==> src/include/rom_dl_config.svh <==
`ifndef ROM_DL_CONFIG_SVH
`define ROM_DL_CONFIG_SVH

// prom sizes, in address bits
`define CHAR_AW     10          // 1024 pattern bytes
`define PAL_AW      8           // 256 palette entries

// wishbone side, word addressed, 32-bit data
`define WB_AW       16
`define WB_DW       32

// region bases on the download bus
`define CHAR_BASE   16'h0000
`define PAL_BASE    16'h1000
`define CSUM_ADDR   16'h2000    // single register, not a window

`define CSUM_W      16          // running sum width, wraps mod 2^16

`endif

==> src/rtl/rom_map_pkg.sv <==
`include "rom_dl_config.svh"

package rom_map_pkg;

    // raw word address as seen on the bus
    typedef logic [`WB_AW-1:0] wb_addr_t;

    // where a bus access lands
    typedef enum logic [1:0] {
        REG_CHAR = 2'd0,    // character pattern prom
        REG_PAL  = 2'd1,    // palette prom
        REG_CSUM = 2'd2,    // checksum register
        REG_NONE = 2'd3     // unmapped, acked and dropped
    } region_e;

    // decoded address: target plus offset from that region's base
    typedef struct packed {
        region_e  region;
        wb_addr_t offset;
    } dl_addr_t;

    // a char window and a palette window are each 4k words wide,
    // the proms only fill the bottom of it
    localparam int unsigned WIN_WORDS = `PAL_BASE - `CHAR_BASE;

endpackage

==> src/rtl/video_pkg.sv <==
package video_pkg;

    // one row of a character tile, 8 pixels at 1 bit
    typedef logic [7:0] char_byte_t;

    // single colour channel
    typedef logic [3:0] col4_t;

    // palette entry, red in the top nibble as on the bus
    typedef struct packed {
        col4_t r;   // 11:8
        col4_t g;   // 7:4
        col4_t b;   // 3:0
    } rgb444_t;

endpackage

==> src/rtl/dl_wr_if.sv <==
`timescale 1ns/1ps
`include "rom_dl_config.svh"

interface dl_wr_if import video_pkg::*; ();

    logic [`WB_AW-1:0] wr_addr;      // offset inside the selected region
    char_byte_t        char_wdata;
    rgb444_t           pal_wdata;
    logic              char_we;      // single cycle, ack cycle
    logic              pal_we;
    logic              sum_clr;      // clears both running sums

    // bus slave owns every signal
    modport drv (output wr_addr, char_wdata, pal_wdata, char_we, pal_we, sum_clr);

    // prom write side
    modport mem (input wr_addr, char_wdata, pal_wdata, char_we, pal_we);

    // checksum unit only needs strobes and data
    modport mon (input char_wdata, pal_wdata, char_we, pal_we, sum_clr);

endinterface

==> src/rtl/dl_wb_slave.sv <==
`timescale 1ns/1ps
`include "rom_dl_config.svh"

module dl_wb_slave import rom_map_pkg::*; (
    input  logic                clk,
    input  logic                rst,
    input  logic                wb_cyc,
    input  logic                wb_stb,
    input  logic                wb_we,
    input  wb_addr_t            wb_adr,
    input  logic [`WB_DW-1:0]   wb_dat_i,
    output logic [`WB_DW-1:0]   wb_dat_o,
    output logic                wb_ack,
    input  logic [`CSUM_W-1:0]  char_sum,
    input  logic [`CSUM_W-1:0]  pal_sum,
    dl_wr_if.drv                wr
);

    dl_addr_t dec;              // decoded current address
    logic     req;              // new strobe this cycle
    logic     char_hit;         // inside char prom depth
    logic     pal_hit;
    logic     csum_hit;

    // a strobe counts once, the ack cycle itself is not a new request
    assign req = wb_cyc & wb_stb & ~wb_ack;

    // region decode
    always_comb begin
        dec.region = REG_NONE;
        dec.offset = '0;
        if (wb_adr == `CSUM_ADDR) begin
            dec.region = REG_CSUM;
        end else if (wb_adr >= `PAL_BASE && wb_adr < `CSUM_ADDR) begin
            dec.region = REG_PAL;
            dec.offset = wb_adr - `PAL_BASE;
        end else if (wb_adr < `PAL_BASE) begin
            dec.region = REG_CHAR;                      // char window starts at base 0
            dec.offset = wb_adr - `CHAR_BASE;
        end
    end

    // depth check, offsets past the prom size fall on the floor
    assign char_hit = (dec.region == REG_CHAR) && (dec.offset[`WB_AW-1:`CHAR_AW] == '0);
    assign pal_hit  = (dec.region == REG_PAL)  && (dec.offset[`WB_AW-1:`PAL_AW] == '0);
    assign csum_hit = (dec.region == REG_CSUM);

    // control: ack and strobes all land in the same cycle
    always_ff @(posedge clk) begin
        if (rst) begin
            wb_ack     <= 1'b0;
            wr.char_we <= 1'b0;
            wr.pal_we  <= 1'b0;
            wr.sum_clr <= 1'b0;
        end else begin
            wb_ack     <= req;                          // always one cycle, no waits
            wr.char_we <= req & wb_we & char_hit;
            wr.pal_we  <= req & wb_we & pal_hit;
            wr.sum_clr <= req & wb_we & csum_hit;       // any data value clears
        end
    end

    // payload, qualified by the strobes above
    always_ff @(posedge clk) begin
        wr.wr_addr    <= dec.offset;
        wr.char_wdata <= wb_dat_i[7:0];
        wr.pal_wdata  <= wb_dat_i[11:0];                // r 11:8, g 7:4, b 3:0
        // readback registered with ack, sums already include an earlier write
        if (req && !wb_we && csum_hit)
            wb_dat_o <= {pal_sum, char_sum};
        else
            wb_dat_o <= '0;                             // proms not readable here
    end

endmodule

==> src/flat_wrapper.sv <==
// flat-port wrapper written by rule: the top's interface ports become plain ports
module dl_wb_slave_flat import rom_map_pkg::*;
  (clk, rst, wb_cyc, wb_stb, wb_we, wb_adr, wb_dat_i, wb_dat_o, wb_ack, char_sum, pal_sum, wr_wr_addr, wr_char_wdata, wr_pal_wdata, wr_char_we, wr_pal_we, wr_sum_clr);
  dl_wr_if wr_i ();
  input  logic clk;
  input  logic rst;
  input  logic wb_cyc;
  input  logic wb_stb;
  input  logic wb_we;
  input  wb_addr_t wb_adr;
  input  logic [`WB_DW-1:0] wb_dat_i;
  output logic [`WB_DW-1:0] wb_dat_o;
  output logic wb_ack;
  input  logic [`CSUM_W-1:0] char_sum;
  input  logic [`CSUM_W-1:0] pal_sum;
  output wire logic [$bits(wr_i.wr_addr)-1:0] wr_wr_addr;
  output wire logic [$bits(wr_i.char_wdata)-1:0] wr_char_wdata;
  output wire logic [$bits(wr_i.pal_wdata)-1:0] wr_pal_wdata;
  output wire logic [$bits(wr_i.char_we)-1:0] wr_char_we;
  output wire logic [$bits(wr_i.pal_we)-1:0] wr_pal_we;
  output wire logic [$bits(wr_i.sum_clr)-1:0] wr_sum_clr;
  assign wr_wr_addr = wr_i.wr_addr;
  assign wr_char_wdata = wr_i.char_wdata;
  assign wr_pal_wdata = wr_i.pal_wdata;
  assign wr_char_we = wr_i.char_we;
  assign wr_pal_we = wr_i.pal_we;
  assign wr_sum_clr = wr_i.sum_clr;
  dl_wb_slave u_core (.clk(clk), .rst(rst), .wb_cyc(wb_cyc), .wb_stb(wb_stb), .wb_we(wb_we), .wb_adr(wb_adr), .wb_dat_i(wb_dat_i), .wb_dat_o(wb_dat_o), .wb_ack(wb_ack), .char_sum(char_sum), .pal_sum(pal_sum), .wr(wr_i));
endmodule
==> config.mk <==
export PLATFORM = sky130hd
export DESIGN_NAME = dl_wb_slave_flat
export DESIGN_NICKNAME = d
export VERILOG_FILES = /design/src/rtl/rom_map_pkg.sv /design/src/rtl/video_pkg.sv /design/src/rtl/dl_wr_if.sv /design/src/rtl/dl_wb_slave.sv /design/src/flat_wrapper.sv
export VERILOG_INCLUDE_DIRS = /design/src /design/src/include
export SDC_FILE = /design/constraint.sdc
export NUM_CORES = 1
export LEC_CHECK = 0
export CAP_MARGIN = 10
export CORE_ASPECT_RATIO = 1.75
export CORE_MARGIN = 8
export CORE_UTILIZATION = 62
export DETAILED_ROUTE_END_ITERATION = 7
export DONT_BUFFER_PORTS = 1
export PLACE_DENSITY = 0.86
export SLEW_MARGIN = 15
export SYNTH_ARGS = -nofsm -noshare
export SYNTH_HDL_FRONTEND = slang
export SYNTH_SLANG_ARGS = --single-unit
==> constraint.sdc <==
create_clock -name clk -period 3 [get_ports clk]
set_input_delay 0.6 -clock clk [delete_from_list [all_inputs] [get_ports clk]]
set_output_delay 0.6 -clock clk [all_outputs]
set_load 0.01 [all_outputs]
==> impl_results.md <==
- Status: finished, final reports clean
- Share of layout cells above drive strength 1: about 14%
- Largest family of logic cells by synthesized area: simple AND/OR/NAND/NOR gates
- Diodes inserted: 0
- Die H: a little over 90 um
- Clock buffer count from CTS: 9
- Final setup vio count: 0
- Root buffer cell: clkbuf_8
- RR Startpoint: u_core.wb_ack$_SDFF_PP0_
- Worst EP arrival: 2160 ps
- Yosys Warn Count: 0
- Post-Synth Adder-Cell Area: 1.86%
- IO Port Bufs: 0
- HP Start: wb_dat_i[0]
- Delay-heaviest family, CP: compound AO/OA/AOI/OAI gates
- Most common cell on crit path: inv_1
- Setup bufs post-CTS: 0
- Average size of a mapped cell: between 10 and 15 um^2
- Cell Pwr Density: roughly 700 nW/um^2
- Initial Utilization: approximately 64%
- Simple-Gate Fraction of Synth Area: a little under a quarter
- Initial antenna violation count: 0
- F_max: 0.515 GHz
- Boundary pin count: 157
- Final wirelength: between 4000 and 5000 um
- Top post-synthesis cells by count: dfxtp_1 (64), and2_1 (43), buf_4 (8)
- Iter 0 DRT Violations: 66
- Fin nets: roughly 250
- Post-Synth XOR/XNOR Area: less than 1%
- Hold Violations, Final: 0
- Critical path's slowest cell: a41oi_1
- Post-synth cell types: 33
- Yosys top cell area share: 63.5%
- Row count: 27
- Resized Gates After CTS: 0
- Leading post-synthesis cells by cell area: dfxtp_1 (64%), and2_1 (13%), nor4_4 (3.2%)
- Worst-Skew Late Latency: about 320 ps
- RSZ-0062 raised after global routing: no
- Grt total ovfl: 0
- P&R area growth vs syn: 7.88%
- Wire length of the first global-routing pass: between 6000 and 7000 um
- Avg WL per Cell: about 21 um
- Maxcap violations: 0
- Slew Viols, Final: 0
- CP peak stage delay: ~420 ps
- Die Footprint: 5410 um^2
- Via density: 5.42
- Post-CTS Hold Buffers: 0
- Die X: 59.1 um
- Setup TNS: 0 ps
- Critical path class: input pin to flop
- WP buf/inv: 2
- Seq/Total Area, Yosys: 63.5%
- Primary FF master, synth: dfxtp_1
- H-tree depth: 3
- Total GRT Usage: 16.0%
- Cell accounting for the most synthesized area: dfxtp_1
- Worst Tran Pin Value: 484 ps
- CP startpoint kind: input pin
- Routed vias: around 1200
- Vias in the first global route: 1206
- Fin crit share: 64.7%
- Min cycle time layout: 1940 ps
- Hold Slack: a little over 300 ps
- Crit-path max FO: 7
- Cell Area, Synth: 2020 um^2
- Post-Syn Instances: 165
- VDD IR max: about 0.00052 V
- Leak Pwr: 0.846 nW
- Mux share of post-synthesis cell area: 0%
- CORE AREA: 3140 um^2
- Flops & latches, synth: 64
- Critical Path RT: roughly 3200 ps
- DR pass1 iterations: 4
- CP cell instances: inv_1 -> ha_1 -> inv_1 -> a41oi_1 -> o21ai_0 -> a2111oi_2
- Cell with the most instances after synthesis: dfxtp_1
- Clock slew at reported path FFs: 60 ps
- DRT antenna net count: 0
- CP Launch Point: wb_adr[12]
- Number of flops mapped to enable cells by yosys: 0
- Maximum clock path buffer count: 2
- DP Wirelength: between 3000 and 4000 um
- CTS tree: done
- Slew HR: 67.3%
- Largest net degree at the start of global routing: 33
- Post-synth net total: 253
- Synth Area in Compound Gates: 6.20%
- Placer Congestion: between 0.7 and 0.8
- DR DRC count: 0
- Clock Skews: 3.83 ps
- Sink Count: 64
- Setup crit end kind: flop
- Post-synthesis async set-or-reset flop share: 0%
- Hold Crit Class: input pin to flop
-- report_power, final --
part / internal [W] / switching (W) / total, W
clock network: 0.000320 / 0.000279 / 0.000599
registers: 0.000867 / 0.0000211 / 0.000888
logic: 0.0000147 / 0.0000173 / 0.0000320
total: 0.00120 / 0.000317 / 0.00152
-- worst paths after layout --
| check | end | slack, ps | depth (start not counted) |
|---|---|---|---|
| max reg2reg | u_core.wr.pal_we$_SDFF_PP0_ | 1500 | 3 |
| max | u_core.wr.pal_we$_SDFF_PP0_ | 1060 | 6 |
| min | u_core.wr.char_wdata[0]$_DFF_P_ | 300 | 0 |
| min reg2reg | u_core.wb_ack$_SDFF_PP0_ | 610 | 1 |
-- logic make-up after synthesis --
logic type | after synthesis
buffers and inverters | 15
adders and majority gates | 3
xor gates and xnor gates | 1
DFF | 64
and+or+nand+nor | 69
AOI/OAI and AO/OA | 13
-- final cells by class --
cell class | count | area [um^2]
Multi-Input combinational cell | 86 | 656
Fill cell | 226 | 966
Clock buffer | 13 | 149
Tap cell | 43 | 53.8
Timing Repair Buffer | 1 | 7.51
Inverter | 3 | 11.3
Sequential cell | 64 | 1280
Clock inverter | 3 | 17.5
-- placed cells by master (no fill, tap or decap), types with 3 or more instances in the layout --
cell      instances
and2_1           43
clkbuf_1          3
clkbuf_8         10
dfxtp_1          64
ha_1              3
inv_1             3
nand2_1           3
nand4_1           3
nor3_1            5
nor4_4            4
o21ai_0           3
-- layer usage --
| metal | global-route usage, % | wire length, um | up-vias |
|---|---|---|---|
| met4 | 8.63 | 53 | 0 |
| met3 | 13.6 | 769 | 4 |
| met2 | 27.7 | 2330 | 90 |
| met5 | 0 | 0 | - |
| li1 | - | - | 544 |
| met1 | 11.1 | 1300 | 516 |
-- metrics by stage --
stage	util (%)	instance area [um^2]	cells	setup slack, ps	total power [W]
3_5_place_dp	64.0	2010	197	784	0.000939
6_report	69.3	2180	213	1060	0.00152
3_3_place_gp	64.0	2010	197	901	0.000937
4_1_cts	69.3	2180	213	1120	0.00154
5_1_grt	69.3	2180	213	946	0.00158
2_1_floorplan	-	2020	165	1070	0.000936
-- sequential cells by signal, indices dropped and copies added, names as in the netlist --
name                  flops
u_core.wb_ack             1
u_core.wb_dat_o          32
u_core.wr.char_wdata      8
u_core.wr.char_we         1
u_core.wr.pal_wdata       4
u_core.wr.pal_we          1
u_core.wr.sum_clr         1
u_core.wr.wr_addr        16
Note: power is estimated with default switching activity, not from simulation.
