[config.mk]
export PLATFORM = sky130hd
export DESIGN_NAME = dl_checksum_flat
export DESIGN_NICKNAME = d
export VERILOG_FILES = /design/src/rtl/video_pkg.sv /design/src/rtl/dl_wr_if.sv /design/src/rtl/dl_checksum.sv /design/src/flat_wrapper.sv
export VERILOG_INCLUDE_DIRS = /design/src /design/src/include
export SDC_FILE = /design/constraint.sdc
export NUM_CORES = 1
export LEC_CHECK = 0
export ABC_CLOCK_PERIOD_IN_PS = 5100
export BUFFER_PORTS_ARGS = -buffer_cell sky130_fd_sc_hd__buf_4
export CORE_MARGIN = 2
export CORE_UTILIZATION = 36
export CTS_CLUSTER_DIAMETER = 120
export CTS_CLUSTER_SIZE = 28
export DETAILED_ROUTE_END_ITERATION = 8
export PLACE_DENSITY = 0.63
export SLEW_MARGIN = 30
export SYNTH_ARGS = -nofsm -noshare
export SYNTH_HDL_FRONTEND = slang
export SYNTH_SLANG_ARGS = --single-unit
[constraint.sdc]
create_clock -name clk -period 5.1 [get_ports clk]
set_input_delay 0.255 -clock clk [delete_from_list [all_inputs] [get_ports clk]]
set_output_delay 0.255 -clock clk [all_outputs]
set_load 0.03 [all_outputs]
[src/include/rom_dl_config.svh]
`ifndef ROM_DL_CONFIG_SVH
`define ROM_DL_CONFIG_SVH

// prom sizes, in address bits
`define CHAR_AW     10          // 1024 pattern bytes
`define PAL_AW      8           // 256 palette entries

// wishbone side, word addressed, 32-bit data
`define WB_AW       16
`define WB_DW       32

// region bases on the download bus
`define CHAR_BASE   16'h0000
`define PAL_BASE    16'h1000
`define CSUM_ADDR   16'h2000    // single register, not a window

`define CSUM_W      16          // running sum width, wraps mod 2^16

`endif

[src/rtl/video_pkg.sv]
package video_pkg;

    // one row of a character tile, 8 pixels at 1 bit
    typedef logic [7:0] char_byte_t;

    // single colour channel
    typedef logic [3:0] col4_t;

    // palette entry, red in the top nibble as on the bus
    typedef struct packed {
        col4_t r;   // 11:8
        col4_t g;   // 7:4
        col4_t b;   // 3:0
    } rgb444_t;

endpackage

[src/rtl/dl_wr_if.sv]
`timescale 1ns/1ps
`include "rom_dl_config.svh"

interface dl_wr_if import video_pkg::*; ();

    logic [`WB_AW-1:0] wr_addr;      // offset inside the selected region
    char_byte_t        char_wdata;
    rgb444_t           pal_wdata;
    logic              char_we;      // single cycle, ack cycle
    logic              pal_we;
    logic              sum_clr;      // clears both running sums

    // bus slave owns every signal
    modport drv (output wr_addr, char_wdata, pal_wdata, char_we, pal_we, sum_clr);

    // prom write side
    modport mem (input wr_addr, char_wdata, pal_wdata, char_we, pal_we);

    // checksum unit only needs strobes and data
    modport mon (input char_wdata, pal_wdata, char_we, pal_we, sum_clr);

endinterface

[src/rtl/dl_checksum.sv]
`timescale 1ns/1ps
`include "rom_dl_config.svh"

module dl_checksum (
    input  logic               clk,
    input  logic               rst,
    dl_wr_if.mon               wr,
    output logic [`CSUM_W-1:0] char_sum,
    output logic [`CSUM_W-1:0] pal_sum
);

    logic [`CSUM_W-1:0] char_term;   // written byte, zero extended
    logic [`CSUM_W-1:0] pal_term;    // written colour as a 12-bit number

    assign char_term = `CSUM_W'(wr.char_wdata);
    assign pal_term  = `CSUM_W'(wr.pal_wdata);

    // character region sum
    always_ff @(posedge clk) begin
        if (rst) begin
            char_sum <= '0;
        end else if (wr.sum_clr) begin
            char_sum <= '0;                       // clear beats a write
        end else if (wr.char_we) begin
            char_sum <= char_sum + char_term;     // wraps mod 2^16
        end
    end

    // palette region sum
    always_ff @(posedge clk) begin
        if (rst) begin
            pal_sum <= '0;
        end else if (wr.sum_clr) begin
            pal_sum <= '0;
        end else if (wr.pal_we) begin
            pal_sum <= pal_sum + pal_term;
        end
    end

endmodule

[src/flat_wrapper.sv]
// flat-port wrapper written by rule: the top's interface ports become plain ports
module dl_checksum_flat 
  (clk, rst, char_sum, pal_sum, wr_char_wdata, wr_pal_wdata, wr_char_we, wr_pal_we, wr_sum_clr);
  dl_wr_if wr_i ();
  input  logic clk;
  input  logic rst;
  output logic [`CSUM_W-1:0] char_sum;
  output logic [`CSUM_W-1:0] pal_sum;
  input wire logic [$bits(wr_i.char_wdata)-1:0] wr_char_wdata;
  input wire logic [$bits(wr_i.pal_wdata)-1:0] wr_pal_wdata;
  input wire logic [$bits(wr_i.char_we)-1:0] wr_char_we;
  input wire logic [$bits(wr_i.pal_we)-1:0] wr_pal_we;
  input wire logic [$bits(wr_i.sum_clr)-1:0] wr_sum_clr;
  assign wr_i.char_wdata = wr_char_wdata;
  assign wr_i.pal_wdata = wr_pal_wdata;
  assign wr_i.char_we = wr_char_we;
  assign wr_i.pal_we = wr_pal_we;
  assign wr_i.sum_clr = wr_sum_clr;
  dl_checksum u_core (.clk(clk), .rst(rst), .wr(wr_i), .char_sum(char_sum), .pal_sum(pal_sum));
endmodule
==> results of run 1 <==
worst max-delay path, stage by stage (launching register included):
cell and delay, ns:
dfxtp_1 0.32, ha_1 0.21, fa_1 0.41, a21oi_1 0.20
o21ai_0 0.11, a21oi_1 0.32, a21oi_2 0.15, xnor2_1 0.17
a21oi_1 0.08
flip-flops by register name, indices dropped and copies added (netlist names):
register	count
u_core.char_sum	16
u_core.pal_sum	16
cells in the mapped netlist, types with 4 or more instances:
master,instances
dfxtp_1,32
nor2_1,27
nand2_1,23
ha_1,20
a21oi_1,16
mux2i_1,12
nand3_1,12
o21ai_0,12
xnor2_1,11
xor2_1,8
a211oi_1,5
nand4_1,5
a21o_1,4
inv_1,4
metrics by stage:
stage	hold WS, ns	setup WS (ns)	cell area [sq um]	std cells	util [%]
after detailed placement	0.469	2.96	2620	373	44.8
after global routing	0.255	2.84	2710	381	46.3
final	0.250	3.01	2710	381	46.3
after global placement	0.459	2.98	2620	373	44.8
after floorplan	0.434	3.04	2150	250	-
after CTS	0.242	3.00	2710	381	46.3
placed cells by master (no fill, tap or decap), types with 4 or more instances in the layout:
cell type | Yosys | routed
clkbuf_8 | 1 | 6
nand3_1 | 12 | 12
dfxtp_1 | 32 | 32
xnor2_1 | 11 | 11
ha_1 | 20 | 20
inv_1 | 4 | 4
buf_4 | 1 | 56
nand4_1 | 5 | 5
a21o_1 | 4 | 4
a211oi_1 | 5 | 5
nand2_1 | 23 | 23
mux2i_1 | 12 | 12
nor2_1 | 27 | 27
xor2_1 | 8 | 8
a21oi_1 | 16 | 16
o21ai_0 | 12 | 12
power by group through the flow:
stage | Sequential [mW] | Clock (mW) | Combinational (mW)
final | 0.264 | 0.203 | 0.145
after global routing | 0.265 | 0.224 | 0.160
after CTS | 0.264 | 0.214 | 0.146
after detailed placement | 0.270 | 0 | 0.145
after global placement | 0.270 | 0 | 0.143
after floorplan | 0.284 | 0 | 0.0881
path summary, 6_finish.rpt:
check	start	endpoint	slack, ns	cells after the start
hold / removal	wr_sum_clr	u_core.pal_sum[15]	0.25	3
hold reg to reg	u_core.pal_sum[15]	u_core.pal_sum[15]	0.47	2
setup reg to reg	u_core.pal_sum[0]	u_core.pal_sum[10]	3.01	8
setup / recovery	u_core.pal_sum[0]	u_core.pal_sum[10]	3.01	8
kinds of logic after synthesis:
kind of cell    after synthesis  share of synthesized area (%)
compound gates               60                           19.0
flops                        32                           29.8
simple gates                 93                           21.5
fa+ha+maj                    22                           13.5
buf+inv                      12                           2.85
mux                          12                           5.58
xor+xnor                     19                           7.74
cell type report:
class	count	area share [%]
Tap cell	75	3.46
Timing Repair Buffer	56	15.5
Clock inverter	2	0.369
Sequential cell	32	23.6
Inverter	4	0.554
Multi-Input combinational cell	206	53.4
Clock buffer	6	3.05
routing by layer:
layer	global-route usage (%)	up-vias
met2	25.3	49
met1	21.3	915
met5	0	-
met4	4.07	0
li1	-	1020
met3	3.78	4
==> results.txt, run 1 <==
----------------------------------------------------
[Pwr]
  Fraction of power spent switching nets ... 29.9%
  Internal power ... roughly 430 uW
  Clock share of power ... about a third
  Share of total power in sequential cells ... between 40% and 50%
  Leak pwr ... approximately 1.2 nW
  Pwr Density ... between 200 and 250 mW/mm^2
  Pwr Total ... 612 uW
  Gate power share ... a little under a quarter
  Worst vdd rail ir drop ... 0.116 mV
  Switching Power ... about 180 uW

[Global route]
  Final global-route overflow total ... 0
  Largest net degree at the start of global routing ... 30
  Via count of the first global-routing pass ... about 1800
  First-pass GRT wire length ... 8.22 mm
  Number of antenna violations at the first check in global routing ... 0
  Total GRT Usage ... 15.8%

[Timing]
  Slew at the pin closest to its max-slew limit ... 0.825 ns
  Setup Total Neg Slack ... 0 ns
  Final hold violation count ... 0
  Upper clock frequency limit ... ~0.48 GHz
  Count of endpoints failing setup in the final report ... 0
  Final number of max-transition violations ... 0
  Unrepaired setup endpoints after global routing ... no
  Worst clock skew on the final layout ... between 0.01 and 0.015 ns
  Max-slew headroom at the worst pin ... between 40% and 50%
  Share of the cycle needed by the critical path after routing ... approximately 41%
  Min cycle time layout ... between 2 and 2.5 ns

[Flow run]
  Max capacitance violation total ... 0

[Route]
  Routed wirelength normalized by instance count ... 13.1 um
  Met2 routed WL ... between 2 and 2.5 mm
  Wire length after detailed routing ... about 5 mm
  WL met3 ... roughly 290 um
  Detailed Routing Iterations Pass 1 ... 4
  Count of nets left with antenna violations after detail routing ... 0
  Violation count after the first detailed-routing iteration ... 82
  Highest metal layer with signal wires ... met4
  Routed metal-1 wirelength ... roughly 2.4 mm
  Routed vias ... roughly 2000
  Remaining DRCs ... 0
  Routed via count divided by cell count ... about 5.2

[Layout]
  Sequential cell area in the final layout ... approximately 640 sq um
  Combined area of the multi-input logic cells ... 0.00145 sq mm
  Fillcell total ... about 620
  Count of nets after finishing ... 352
  Final antenna diode count ... 0
  Layout cell share with drive strength beyond 1 ... ~25%
  Synthesis-to-layout area growth ... 26.1%

[CTS]
  Quantity of gates resized following cts ... 0
  Number of buffers inserted to repair setup after CTS ... 0
  Count of hold-fix buffers inserted at cts ... 0
  Clock buffer count from CTS ... 5
  TritonCTS clock tree ... built
  Root buffer cell ... clkbuf_8
  Count of clock tree sinks ... 32
  Worst skew pair latency ... between 0.2 and 0.3 ns
  Worst-path clk slew ... 0.07 ns
  H-tree level count ... 2
  Max Root-Sink Buffers ... 2

[Floorplanning]
  Core Area ... 0.00585 sq mm
  Height of the chip ... 81.3 um
  Initial standard-cell utilization of the core ... approximately 37%
  Die W ... ~81 um
  Full die area ... roughly 0.0066 sq mm
  Number of top-level pins ... 57
  Standard-cell row count ... 28

[Yosys]
  Post-synthesis sequential element count ... 32
  Post-synthesis async set-or-reset flop share ... 0%
  Sequential fraction of the synthesis area ... 29.8%
  Dominant synthesized flop cell ... dfxtp_1
  Number of instances in the synthesized netlist ... 250
  Unique cell type count in the Yosys netlist ... 50
  Per-instance average area after synthesis ... ~8.6 sq um
  Area leader, netlist ... dfxtp_1
  Total number of yosys warnings ... 0
  Share of the synthesized area in the top cell type ... a little under 30%
  Cell area after synthesis ... approximately 0.0022 sq mm
  Leading post-synthesis cells by cell area ... dfxtp_1 (30%), ha_1 (12%), mux2i_1 (5.6%), nor2_1 (4.7%), xnor2_1 (4.5%)
  Net count of the mapped netlist ... about 300
  Number of enable-type register cells in the synthesized netlist ... 0

[Setup path]
  Crit Path Category ... reg -> reg
  Capturing element type of the critical path ... flop
  Worst EP arrival ... approximately 2.3 ns
  Max Fanout on Critical Path ... 5
  Req. time, crit path ... 5.27 ns
  Crit path launch type ... flop

[Placed design]
  Detailed-placement wirelength estimate ... 3.75 mm
  Final Wtd Congestion ... roughly 0.83
  Count of input and output buffers ... 56

[Min path]
  Classification of the worst-slack hold path ... in -> reg

[Run status]
  Result of the run ... finished, final reports clean

----------------------------------------------------
No activity file was read; power rests on OpenSTA's default activity.
==> run 2, diff against run 1 <==
--- a/config.mk
+++ b/config.mk
@@ -6,7 +6,7 @@
 export SDC_FILE = /design/constraint.sdc
 export NUM_CORES = 1
 export LEC_CHECK = 0
-export ABC_CLOCK_PERIOD_IN_PS = 5100
+export ABC_CLOCK_PERIOD_IN_PS = 2100
 export BUFFER_PORTS_ARGS = -buffer_cell sky130_fd_sc_hd__buf_4
 export CORE_MARGIN = 2
 export CORE_UTILIZATION = 36
==> constraint.sdc (replaced) <==
create_clock -name clk -period 2.1 [get_ports clk]
set_input_delay 0.105 -clock clk [delete_from_list [all_inputs] [get_ports clk]]
set_output_delay 0.105 -clock clk [all_outputs]
set_load 0.03 [all_outputs]
==> run 2 against run 1 <==
Against the previous run:
- fmax up 7.6%
- clock power up 150%
- worst hold slack lost 0.14 ns
- total power grew 150%
- die area unchanged
- clock skew increased by 0.0016 ns
- non-clock buffer count up 3
- design area increased by 1.4%
- global-route usage is 0.16 points higher
- critical endpoint unchanged
- largest power group unchanged
- highest routed layer unchanged
==> results.txt, run 2 (synthesized netlist as in run 1, its figures left out) <==
----------------------------------------------------
[Setup path]
  R2R Setup Slk ... 0.16 ns (-2.85 ns)
  Cell seen most often among critical-path stages ... a21oi_2
  Req. time, crit path ... 2.26 ns (-3.01 ns)
  Worst EP arrival ... 2.10 ns (-0.16 ns)
  Max Fanout on Critical Path ... 5 (unchanged)
  Capturing element type of the critical path ... flop
  Depth of the worst register-to-register path ... 8 (unchanged)
  Critical-path cell with the highest stage delay ... fa_2
  Reg-to-Reg Start ... u_core.pal_sum[0]
  Number of logic stages on the critical path including buffering ... 8 (unchanged)
  Crit Path Category ... reg -> reg
  Worst flop-to-flop path endpoint ... u_core.pal_sum[10]
  Highest cell delay on the worst timing path ... 0.38 ns (-0.03 ns)
  Cell-by-cell listing of the critical path ... ha_1 -> fa_2 -> a21oi_2 -> o21ai_0 -> a21oi_2 -> a21oi_2 -> xnor2_1 -> a21oi_1
  Crit path buffers/inverters ... 0 (unchanged)
  CP top delay family ... compound AO/OA/AOI/OAI gates
  Critical path startpoint ... u_core.pal_sum[0]
  Crit path launch type ... flop
  Endpoint of the worst setup timing path ... u_core.pal_sum[10]

[Timing]
  Setup Total Neg Slack ... 0 ns (unchanged)
  Share of the cycle needed by the critical path after routing ... 92.5% (+52 points)
  Fin Hold WS ... 0.111 ns (-0.139 ns)
  Count of endpoints failing setup in the final report ... 0 (unchanged)
  Final hold violation count ... 0 (unchanged)
  Slew at the pin closest to its max-slew limit ... 0.388 ns (-0.437 ns)
  Worst clock skew on the final layout ... 0.0118 ns (+0.00161 ns)
  Final number of max-transition violations ... 0 (unchanged)
  Unrepaired setup endpoints after global routing ... no
  Upper clock frequency limit ... 0.515 GHz (+7.6%)
  Min cycle time layout ... 1.94 ns (-0.147 ns)
  Max-slew headroom at the worst pin ... 74.1% (+29 points)

[Pwr]
  Worst vdd rail ir drop ... 0.253 mV (+120%)
  Pwr Total ... 1.50 mW (+150%)
  Leak pwr ... 1.19 nW (+1.2%)
  Pwr Density ... 547 mW/mm^2 (+140%)

[Floorplanning]
  Initial standard-cell utilization of the core ... 36.8% (unchanged)
  Number of top-level pins ... 57 (unchanged)
  Height of the chip ... 81.3 um (unchanged)
  Core Area ... 0.00585 sq mm (unchanged)
  Die W ... 81.3 um (unchanged)
  Standard-cell row count ... 28 (unchanged)
  Full die area ... 0.00661 sq mm (unchanged)

[Route]
  Count of nets left with antenna violations after detail routing ... 0 (unchanged)
  Routed via count divided by cell count ... 5.20 (-0.33%)
  Routed wirelength normalized by instance count ... 13.3 um (+1.6%)
  Routed vias ... 1997 (+0.45%)
  Violation count after the first detailed-routing iteration ... 89 (+8.5%)
  Remaining DRCs ... 0 (unchanged)
  Wire length after detailed routing ... 5.11 mm (+2.4%)
  Detailed Routing Iterations Pass 1 ... 4 (unchanged)

[Layout]
  Fillcell total ... 592 (-3.7%)
  Combined area of the multi-input logic cells ... 0.00147 sq mm (+1.1%)
  Sequential cell area in the final layout ... 641 sq um (unchanged)
  Layout cell share with drive strength beyond 1 ... 26.9% (+2.0 points)
  Commonest non-fill, non-tap cells in the layout ... buf_4 (59), dfxtp_1 (32), nor2_1 (27), nand2_1 (23), ha_1 (20)
  Final non-filler cell total ... 384 (+0.79%)
  Synthesis-to-layout area growth ... 27.9%
  Final antenna diode count ... 0 (unchanged)
  Most frequent standard cell in the layout excluding fill and tap cells ... buf_4
  Final core occ ... 47.0% (+0.66 points)
  Count of nets after finishing ... 355 (+0.85%)
  Registers with the most flip-flops ... u_core.char_sum x16, u_core.pal_sum x16

[CTS]
  Worst-path clk slew ... 0.06 ns (about the same)
  Root buffer cell ... clkbuf_8
  Worst skew pair latency ... 0.29 ns (about the same)
  H-tree level count ... 2 (unchanged)
  Max Root-Sink Buffers ... 2 (unchanged)
  Count of clock tree sinks ... 32 (unchanged)
  Count of hold-fix buffers inserted at cts ... 0 (unchanged)
  TritonCTS clock tree ... built
  Clock buffer count from CTS ... 5 (unchanged)

[Global route]
  Largest net degree at the start of global routing ... 20 (-33%)
  Final global-route overflow total ... 0 (unchanged)
  First-pass GRT wire length ... 8.34 mm (+1.5%)
  Number of antenna violations at the first check in global routing ... 0 (unchanged)
  Total GRT Usage ... 16.0% (+0.16 points)
  Via count of the first global-routing pass ... 1819 (+0.61%)

[Placed design]
  Count of input and output buffers ... 56 (unchanged)
  Number of placed instances with taps included ... 375 (+0.54%)
  Final Wtd Congestion ... 0.842 (+2.0%)
  Detailed-placement wirelength estimate ... 3.76 mm (+0.46%)

[Flow run]
  Max capacitance violation total ... 0 (unchanged)

[Run status]
  Result of the run ... finished, final reports clean

[Min path]
  Classification of the worst-slack hold path ... in -> reg

----------------------------------------------------
==> run 2: layer usage <==
| layer | part of all wire [%] | track usage [%] |
|---|---|---|
| met5 | 0 | 0 |
| met2 | 46 | 26.1 |
| met1 | 47 | 21.0 |
| met3 | 6.3 | 4.11 |
| met4 | 0.98 | 4.07 |
==> run 2: worst min path at each step <==
stage | start | to | slack (ns) | cells past startpoint
after floorplan | wr_sum_clr | u_core.pal_sum[15] | 0.28 | 2
after global routing | wr_sum_clr | u_core.pal_sum[15] | 0.11 | 3
after CTS | wr_sum_clr | u_core.pal_sum[15] | 0.11 | 3
after global placement | wr_sum_clr | u_core.pal_sum[15] | 0.39 | 3
after detailed placement | wr_sum_clr | u_core.pal_sum[15] | 0.41 | 3
final | wr_sum_clr | u_core.pal_sum[15] | 0.11 | 3
==> run 2: power by group <==
part	internal [mW]	leakage, nW	switching, mW	total, mW
clock network	0.262	0.0510	0.240	0.501
logic	0.161	0.883	0.201	0.361
registers	0.625	0.260	0.0170	0.642
==> run 2: final cells by class <==
class	count	share of cell area, %
Multi-Input combinational cell	206	53.3
Sequential cell	32	23.3
Timing Repair Buffer	59	16.1
Tap cell	75	3.41
Clock buffer	6	3.00
Inverter	4	0.546
Clock inverter	2	0.364
==> run 2: what timing repair did <==
| item | CTS | global route |
|---|---|---|
| gates resized for setup | 1 | 3 |
| setup endpoints to repair | 1 | 8 |
| setup buffers | 0 | 1 |
| pin swaps | 0 | 1 |
==> run 2: stage by stage <==
stage	area [sq um]	worst slack [ns]
after floorplan	2150	0.0381
after global placement	2630	0.0394
after detailed placement	2630	-0.00128
after CTS	2730	0.0610
after global routing	2750	0.0232
final	2750	0.158
==> run 2: worst min-delay path: cells and delay by family <==
| family | cells | cell delay (ns) |
|---|---|---|
| simple gates | 1 | 0.09 |
| buf+inv | 1 | 0.08 |
| mux | 1 | 0.06 |
==> run 3, diff against run 2 <==
--- a/config.mk
+++ b/config.mk
@@ -14,6 +14,7 @@
 export CTS_CLUSTER_SIZE = 28
 export DETAILED_ROUTE_END_ITERATION = 8
 export PLACE_DENSITY = 0.63
+export RECOVER_POWER = 100
 export SLEW_MARGIN = 30
 export SYNTH_ARGS = -nofsm -noshare
 export SYNTH_HDL_FRONTEND = slang
==> run 3 against run 2 <==
Against the previous run:
- register-to-register slack lost 0.02 ns
- worst hold slack lost 0.00065 ns
- die area is the same
- clock power is essentially flat
- non-clock buffer count is the same
- via count grew 0.25%
- setup slack lost 0.015 ns
- routed wire length shrank 0.16%
- fmax shrank 0.77%
- final cell count is the same
- sequential power is essentially flat
==> results.txt, run 3 (synthesized netlist as in run 1, its figures left out) <==
----------------------------------------------------
[CTS]
  Clock buffer count from CTS ... 5 (unchanged)
  Worst skew pair latency ... 0.29 ns (about the same)
  TritonCTS clock tree ... built
  Count of hold-fix buffers inserted at cts ... 0 (unchanged)
  Count of clock tree sinks ... 32 (unchanged)
  H-tree level count ... 2 (unchanged)
  Root buffer cell ... clkbuf_8
  Max Root-Sink Buffers ... 2 (unchanged)
  Worst-path clk slew ... 0.06 ns (about the same)

[Layout]
  Final antenna diode count ... 0 (unchanged)
  Final core occ ... 44.8% (-2.2 points)
  Count of nets after finishing ... 355 (unchanged)
  Registers with the most flip-flops ... u_core.char_sum x16, u_core.pal_sum x16
  Layout cell share with drive strength beyond 1 ... 15.9% (-11 points)
  Synthesis-to-layout area growth ... 21.9%
  Commonest non-fill, non-tap cells in the layout ... clkbuf_1 (32), dfxtp_1 (32), nor2_1 (27), buf_4 (26), nand2_1 (23)

[Route]
  Count of nets left with antenna violations after detail routing ... 0 (unchanged)
  Routed wirelength normalized by instance count ... 13.3 um (-0.16%)
  Routed vias ... 2002 (+0.25%)
  Violation count after the first detailed-routing iteration ... 107 (+20%)
  Detailed Routing Iterations Pass 1 ... 4 (unchanged)
  Routed via count divided by cell count ... 5.21 (+0.25%)
  Remaining DRCs ... 0 (unchanged)
  Wire length after detailed routing ... 5.10 mm (-0.16%)

[Placed design]
  Worst slack, placed ... -0.00128 ns (unchanged)
  Detailed-placement wirelength estimate ... 3.76 mm (unchanged)
  Count of input and output buffers ... 56 (unchanged)
  Final Wtd Congestion ... 0.842 (unchanged)

[Pwr]
  Share of total power in sequential cells ... 43.2% (+0.5 points)
  Leak pwr ... 1.06 nW (-11%)
  Internal power ... 1.03 mW (-1.5%)
  Clock share of power ... 33.6% (+0.3 points)
  Worst vdd rail ir drop ... 0.247 mV (-2.4%)
  Gate power share ... 23.2% (-0.8 points)
  Fraction of power spent switching nets ... 30.6% (+0.19 points)
  Pwr Density ... 567 mW/mm^2 (+3.6%)
  Switching Power ... 455 uW (-0.59%)

[Setup path]
  Cell-by-cell listing of the critical path ... ha_1 -> a21o_1 -> a21oi_1 -> o21ai_1 -> and2_0 -> xnor2_1 -> a211oi_1
  Critical-path cell with the highest stage delay ... dfxtp_1
  Crit path launch type ... flop
  CP top delay family ... compound AO/OA/AOI/OAI gates
  Max Fanout on Critical Path ... 4 (-1)
  Worst EP arrival ... 2.15 ns (+0.05 ns)
  Crit path buffers/inverters ... 0 (unchanged)
  Highest cell delay on the worst timing path ... 0.42 ns (+0.04 ns)
  Capturing element type of the critical path ... flop
  Req. time, crit path ... 2.29 ns (+0.03 ns)
  Crit Path Category ... reg -> reg

[Global route]
  First-pass GRT wire length ... 8.34 mm (unchanged)
  Largest net degree at the start of global routing ... 20 (unchanged)
  Via count of the first global-routing pass ... 1819 (unchanged)
  Number of antenna violations at the first check in global routing ... 0 (unchanged)
  Total GRT Usage ... 16.0% (unchanged)
  Final global-route overflow total ... 0 (unchanged)

[Timing]
  Crit path setup slack, layout ... 0.143 ns (-0.0151 ns)
  Final number of max-transition violations ... 0 (unchanged)
  Worst clock skew on the final layout ... 0.0108 ns (-0.000982 ns)
  Min cycle time layout ... 1.96 ns (+0.0151 ns)
  Final hold violation count ... 0 (unchanged)
  Unrepaired setup endpoints after global routing ... no
  Max-slew headroom at the worst pin ... 72.6% (-1.5 points)
  Slew at the pin closest to its max-slew limit ... 0.413 ns (+0.0247 ns)
  Share of the cycle needed by the critical path after routing ... 93.2% (+0.72 points)
  Upper clock frequency limit ... 0.511 GHz (-0.77%)
  Count of endpoints failing setup in the final report ... 0 (unchanged)

[Run status]
  Result of the run ... finished, final reports clean

[Floorplanning]
  Core Area ... 0.00585 sq mm (unchanged)
  Height of the chip ... 81.3 um (unchanged)
  Standard-cell row count ... 28 (unchanged)
  Initial standard-cell utilization of the core ... 36.8% (unchanged)
  Full die area ... 0.00661 sq mm (unchanged)
  Die W ... 81.3 um (unchanged)
  Number of top-level pins ... 57 (unchanged)

[Flow run]
  Max capacitance violation total ... 0 (unchanged)

[Min path]
  Classification of the worst-slack hold path ... in -> reg

----------------------------------------------------
run 3: layout make-up:
type	count	area, sq um
sequential	32	641
fill	617	3230
tap	75	93.8
clock buffer	6	82.6
timing repair buffer	59	323
multi-input combinational	206	1460
clock inverter	2	10.0
inverter	4	15.0
run 3: layer usage:
| metal | routed length [um] | global-route usage (%) |
|---|---|---|
| met1 | 2400 | 21.0 |
| met2 | 2350 | 26.1 |
| met3 | 311 | 4.11 |
| met4 | 30 | 4.07 |
| met5 | 0 | 0 |
run 3: power groups by stage:
stage | clock network [mW] | registers (mW) | logic, mW
6_report | 0.500 | 0.642 | 0.345
5_1_grt | 0.550 | 0.644 | 0.381
4_1_cts | 0.521 | 0.642 | 0.358
3_5_place_dp | 0 | 0.656 | 0.355
3_3_place_gp | 0 | 0.655 | 0.351
2_1_floorplan | 0 | 0.689 | 0.214
run 3: per-stage QoR:
step	instances	instance area (sq um)	hold slack (ns)	power, mW	setup TNS (ns)
finish	384	2620	0.110	1.49	0
CTS	383	2730	0.105	1.52	0
global route	384	2620	0.112	1.57	0
global placement	375	2630	0.392	1.01	0
floorplan	250	2150	0.284	0.903	0
detailed placement	375	2630	0.406	1.01	-0.00128
run 3: final timing paths:
path	from	end	slack (ns)	cells after the start
worst min-delay path	wr_sum_clr	u_core.pal_sum[15]	0.11	3
worst max register to register	u_core.char_sum[1]	u_core.char_sum[7]	0.14	7
worst min register to register	u_core.pal_sum[15]	u_core.pal_sum[15]	0.47	2
worst max-delay path	u_core.char_sum[1]	u_core.char_sum[7]	0.14	7
run 3: tightest hold or removal path: cells and delay by family:
family	cells	cell delay, ns
multiplexers	1	0.06
buffers and inverters	1	0.08
AND/OR/NAND/NOR	1	0.09
run 3: timing repair:
item	4_1_cts	5_1_grt
buffers inserted	0	1
resized for setup	1	3
pin swaps	0	1
setup endpoints to repair	1	8
